<file path="config.mk">
export PLATFORM = sky130hd
export DESIGN_NAME = accum_core
export DESIGN_NICKNAME = d
export VERILOG_FILES = /design/src/hdl/harness_pkg.sv /design/src/hdl/accum_core.sv
export SDC_FILE = /design/constraint.sdc
export NUM_CORES = 1
export LEC_CHECK = 0
export BUFFER_PORTS_ARGS = -buffer_cell sky130_fd_sc_hd__buf_2
export CAP_MARGIN = 20
export CORE_MARGIN = 5
export CORE_UTILIZATION = 62
export DETAILED_ROUTE_END_ITERATION = 10
export PLACE_DENSITY = 0.85
export RECOVER_POWER = 25
export SLEW_MARGIN = 30
export SYNTH_ARGS = -nofsm -noshare
export SYNTH_HDL_FRONTEND = slang
export SYNTH_SLANG_ARGS = --single-unit
</file>
<file path="constraint.sdc">
create_clock -name sys_clk_i -period 7.9 [get_ports sys_clk_i]
set_input_delay 0.79 -clock sys_clk_i [delete_from_list [all_inputs] [get_ports sys_clk_i]]
set_output_delay 0.79 -clock sys_clk_i [all_outputs]
set_load 0.01 [all_outputs]
</file>
<file path="src/hdl/harness_pkg.sv">
`default_nettype none

package harness_pkg;

    localparam int MEM_WORDS      = 256;
    localparam int TIMEOUT_CYCLES = 2000; // Run cycles before the core is stopped

    typedef logic [31:0] word_t;
    typedef logic [7:0]  mem_addr_t;  // Word index into the program memory
    typedef logic [31:0] cycle_cnt_t;

    // APB byte offsets
    localparam logic [7:0] REG_CTRL     = 8'h00;
    localparam logic [7:0] REG_STATUS   = 8'h04;
    localparam logic [7:0] REG_MEM_ADDR = 8'h08;
    localparam logic [7:0] REG_MEM_DATA = 8'h0C;
    localparam logic [7:0] REG_CYCLES   = 8'h10;

    // Opcode sits in instr[31:28], operand in instr[15:0]
    typedef enum logic [3:0] {
        OP_HALT = 4'h0, // Cleared memory halts the core
        OP_LDI  = 4'h1,
        OP_LD   = 4'h2,
        OP_ST   = 4'h3,
        OP_ADD  = 4'h4,
        OP_SUB  = 4'h5,
        OP_BNZ  = 4'h6
    } opcode_t;

    typedef enum logic [1:0] {
        FETCH,
        DECODE,
        MEM,
        HALTED
    } core_state_t;

    typedef struct packed {
        logic       psel;
        logic       penable;
        logic       pwrite;
        logic [7:0] paddr;
        word_t      pwdata;
    } apb_req_t;

    typedef struct packed {
        logic  pready;
        word_t prdata;
        logic  pslverr;
    } apb_rsp_t;

    typedef struct packed {
        logic        cyc;
        logic        stb;
        logic        we;
        logic [31:0] addr; // Byte address
        word_t       wdata;
    } wb_req_t;

    typedef struct packed {
        logic  ack;
        word_t rdata;
    } wb_rsp_t;

endpackage

`default_nettype wire

</file>
<file path="src/hdl/accum_core.sv">
`timescale 1ns/1ns
`default_nettype none

module accum_core import harness_pkg::*; (
    input  logic    sys_clk_i,
    input  logic    rst_n_i,
    input  logic    run_i,
    output wb_req_t wb_req_o,
    input  wb_rsp_t wb_rsp_i,
    output logic    halted_o
);

    core_state_t state_q;
    mem_addr_t   pc_q;
    word_t       ir_q;
    word_t       acc_q;

    opcode_t   op;
    mem_addr_t operand_addr;
    mem_addr_t pc_next;
    logic      bus_state;

    assign op           = opcode_t'(ir_q[31:28]);
    assign operand_addr = ir_q[7:0]; // Upper operand bits only matter for LDI
    assign pc_next      = pc_q + 1'b1;
    assign bus_state    = (state_q == FETCH) || (state_q == MEM);

    always_ff @(posedge sys_clk_i or negedge rst_n_i) begin
        if (!rst_n_i) begin
            state_q <= FETCH;
            pc_q    <= '0;
            ir_q    <= '0;
            acc_q   <= '0;
        end else if (!run_i) begin
            // Idle, ready to start at word 0
            state_q <= FETCH;
            pc_q    <= '0;
            acc_q   <= '0;
        end else begin
            case (state_q)
                FETCH: begin
                    if (wb_rsp_i.ack) begin
                        ir_q    <= wb_rsp_i.rdata;
                        state_q <= DECODE;
                    end
                end
                DECODE: begin
                    case (op)
                        OP_LDI: begin
                            acc_q   <= {16'b0, ir_q[15:0]};
                            pc_q    <= pc_next;
                            state_q <= FETCH;
                        end
                        OP_LD, OP_ST, OP_ADD, OP_SUB: state_q <= MEM;
                        OP_BNZ: begin
                            pc_q    <= (acc_q != '0) ? operand_addr : pc_next;
                            state_q <= FETCH;
                        end
                        default: state_q <= HALTED; // OP_HALT and unknown codes
                    endcase
                end
                MEM: begin
                    if (wb_rsp_i.ack) begin
                        case (op)
                            OP_LD:   acc_q <= wb_rsp_i.rdata;
                            OP_ADD:  acc_q <= acc_q + wb_rsp_i.rdata;
                            OP_SUB:  acc_q <= acc_q - wb_rsp_i.rdata;
                            default: ;  // Store done by the memory
                        endcase
                        pc_q    <= pc_next;
                        state_q <= FETCH;
                    end
                end
                HALTED: state_q <= HALTED; // Left only when run drops
                default: state_q <= FETCH;
            endcase
        end
    end

    // Request held from the state until the ack cycle
    assign wb_req_o.cyc   = run_i && bus_state;
    assign wb_req_o.stb   = run_i && bus_state;
    assign wb_req_o.we    = (state_q == MEM) && (op == OP_ST);
    assign wb_req_o.addr  = (state_q == MEM) ? {22'b0, operand_addr, 2'b00}
                                             : {22'b0, pc_q, 2'b00};
    assign wb_req_o.wdata = acc_q;

    assign halted_o = state_q == HALTED;

endmodule

`default_nettype wire

</file>
==> results by group <==
Place
  – Worst slack, placed: 3.13 ns
  – Global placer's final weighted congestion: 0.934
  – Count of buffers from port buffering: 79
  – Hpwl dp: 12.4 mm

Power and ir drop
  – Overall power of the completed layout: 1.56 mW
  – Register share of total power: 29.9%
  – Switching share of power: 45.7%
  – Combinational cell fraction of total power: 51.4%
  – Clk network pwr share: 18.7%
  – IR drop worst, VDD: 0.000100 V
  – Power density over cell area: 252 nW/um^2
  – Switching power total: 715 uW
  – Leakage: 2.99 nW
  – Pint: 849 uW

Detailed routing
  – Total DRC errors in the routed layout: 0
  – Detail Route Antenna Nets: 0
  – Met2 wirelength from detailed routing: 8.22 mm
  – Routed wl met3: 1.39 mm
  – WL met1: 6.95 mm
  – Uppermost layer routed: met4
  – Wire per inst: 19.3 um
  – Violation count after the first detailed-route iteration: 397
  – Number of vias after detailed routing: 5730
  – Wirelength, routed: 17.0 mm
  – Router iterations before antenna repair: 6
  – Number of vias per cell after detailed routing: 6.51

Clock network
  – Level count of the clock H-tree: 3
  – Resized Gates After CTS: 0
  – Clock-pin slew reported for the worst setup and hold paths after clock tree synthesis: 0.08 ns
  – Cts-stage hold buffer count: 0
  – Clock network latency to the later pin of the worst-skew pair: 0.35 ns
  – CTS Buf Count: 9
  – TritonCTS clock tree: done
  – Root Buffer Master: clkbuf_8
  – Total setup buffers inserted after CTS: 0
  – Maximum buffer depth of the clock tree: 2
  – Clock Sink Count: 62

Worst setup path
  – FF-to-FF path depth: 14
  – FF-to-FF End: acc_q[23]
  – Critical Path Source: ir_q[30]
  – Startpoint of the worst register-to-register path: ir_q[30]
  – Flop2flop setup slack: 3.16 ns
  – Largest driver fanout on the critical path: 25
  – Setup crit end: acc_q[23]
  – CP endpoint kind: flop
  – Worst Path Class, Setup: reg -> reg
  – Required time of the worst setup path: 8.11 ns
  – Setup crit start kind: flop
  – CP Data Arrival Time: 4.95 ns

Timing
  – Final setup skew: 0.00988 ns
  – Unrepaired setup endpoints after global routing: false
  – Final count of negative-setup-slack endpoints: 0
  – Crit share post-route: 60.0%
  – Slew Limit Fails: 63
  – Final worst path period need: 4.74 ns
  – Number of hold-slack violations in the final timing report: 0
  – Tightest hold margin: 0.512 ns
  – Worst slew pin tran: 3.50 ns
  – Worst slew margin relative to its limit: -133%
  – Total negative slack for setup checks: 0 ns
  – Max Freq: 211 MHz
  – Post-route worst setup slack: 3.16 ns

Logic synthesis
  – Number of distinct standard cells referenced by the synthesized netlist: 64
  – Share of the yosys chip area belonging to registers: 27.3%
  – Avg Inst Size Synth: 8.05 um^2
  – Synthesis Warnings: 0
  – Cell taking the most area after synthesis: dfrtp_1
  – Most used flip-flop cell after synthesis: dfrtp_1
  – EDFF count, synth: 0
  – Area fraction of the dominant cell type after synthesis: 27.3%
  – Async SR Flop Fraction: 100%
  – Cell count after synthesis: 707
  – Synthesis-stage register bit count: 62
  – Cell types occupying the most area after synthesis: dfrtp_1, o21ai_0, ha_1
  – Synth Cell Area: 5690 um^2

Global route
  – Global-route wire length before repair: 27.3 mm
  – GR Util All Layers: 30.1%
  – Total grt overflow: 0
  – Number of global-route vias before repair: 5472
  – Number of antenna violations at the first check in global routing: 0
  – Pin count of the biggest net entering global routing: 63

Final layout
  – Area taken by flip-flops and latches: 1550 um^2
  – Area taken by multi-input logic gates: 3830 um^2
  – FILL cells: 780
  – Layout cells sized above 1: 17.0%
  – Area delta synth->final: 9.10%
  – Net count reported at finish: 834
  – ANT cells: 0

Floorplanning
  – Die outline height: 106 um
  – Starting density of the core: 62.5%
  – Die area: 11200 um^2
  – Count of pins on the block boundary: 104
  – Die Wd: 106 um
  – Core area: 9110 um^2
  – Total number of placement rows: 35

Flow run
  – # Max-Cap Violations: 1

Status
  – Run status: finished, violations left
  – Violations in the final reports: max-capacitance violations, max-slew violations

Hold path
  – Tightest Hold Check Type: reg -> reg
[sequential cells by signal (all words and copies together), names as in the netlist]
| name | flops |
|---|---|
| ir_q | 20 |
| pc_q | 8 |
| state_q | 2 |
| acc_q | 32 |
[worst max-delay path, stage by stage (launching register included)]
cell and delay [ns]:
dfrtp_1 0.42, nor2b_1 0.25, and2_1 0.44, nand2_1 0.65
o21ai_0 0.58, inv_1 0.09, ha_1 0.28, nor2b_1 0.11
o21ai_0 0.10, o21ai_1 0.29, a21boi_0 0.25, o41ai_2 0.68
a21bo_2 0.26, xnor2_1 0.12, o21ai_0 0.09
[power groups by stage]
stage	clock, mW	sequential (mW)	combinational, mW
after floorplan	0	0.455	0.582
after global placement	0	0.467	0.769
after detailed placement	0	0.472	0.785
after CTS	0.294	0.466	0.791
after global routing	0.312	0.476	0.883
final	0.293	0.468	0.804
[synthesized netlist by cell type, types with 6 or more instances]
cell type and n:
dfrtp_1 62, nand4_1 9, mux2_2 19, nand3_1 13, o211ai_1 10, nor2b_1 11, and3_1 12, xor2_1 32
a21o_1 11, a21oi_1 45, a22oi_1 15, nor3_1 13, o31ai_1 12, nor4_1 14, mux2i_1 9, o21ai_0 83
ha_1 33, nand2b_1 6, nor2_1 35, o21bai_1 6, clkbuf_1 31, inv_1 18, nand2_1 84, a31oi_1 8
buf_4 26, xnor2_1 23
[cell families after synthesis]
group           Yosys count  share of synthesized area [%]
compound gates          228                           25.1
simple gates            219                           19.1
buf+inv                  80                           7.08
flops                    62                           27.3
xor+xnor                 55                           8.46
fa+ha+maj                34                           7.60
mux                      28                           5.34
other cells               1                         0.0659
[final cells by class]
cell class                      instances  share of cell area [%]
Inverter                               18                    1.09
Sequential cell                        62                    25.0
Timing Repair Buffer                   85                    7.03
Clock inverter                          6                    1.01
Tap cell                              111                    2.24
Multi-Input combinational cell        588                    61.6
Clock buffer                           10                    2.05
[metrics by stage]
stage / cells / util [%] / instance area [um^2]
final: 880 / 68.2 / 6210
after global placement: 864 / 66.1 / 6020
after detailed placement: 864 / 66.1 / 6020
after global routing: 880 / 68.2 / 6210
after floorplan: 730 / - / 5780
after CTS: 880 / 68.2 / 6210
[layout by cell type, fill, tap and decap left out, types with 8 or more instances in the layout]
cell      Yosys  routed
mux2i_1       9       9
o211ai_1     10      10
nor2b_1      11      11
a22oi_1      15      15
a31oi_1       8       8
clkbuf_8      0       9
buf_2         4      79
xnor2_1      23      23
ha_1         33      33
nand3_1      13      13
mux2_2       19      19
o31ai_1      12      12
nor3_1       13      13
and3_1       12      11
conb_1        1      24
nor2_1       35      35
o21ai_0      83      83
xor2_1       32      32
a21oi_1      45      45
a21o_1       11      11
nand2_1      84      84
nand4_1       9       9
inv_1        18      18
dfrtp_1      62      62
nor4_1       14      14
[how the worst min path moves through the flow]
stage | endpoint | startpoint | slack, ns | cells past startpoint
2_1_floorplan | ir_q[12] | ir_q[12] | 0.48 | 1
3_3_place_gp | ir_q[14] | ir_q[14] | 0.49 | 1
3_5_place_dp | ir_q[14] | ir_q[14] | 0.49 | 1
4_1_cts | ir_q[14] | ir_q[14] | 0.51 | 1
5_1_grt | ir_q[14] | ir_q[14] | 0.52 | 1
6_report | ir_q[14] | ir_q[14] | 0.51 | 1
[routing by layer]
metal  global-route usage [%]  up-vias
met1                     38.1     2712
met3                     5.39       47
li1                         -     2648
met2                     52.3      323
met5                        0        -
met4                     9.07        0
(Power assumes the default switching activity.)
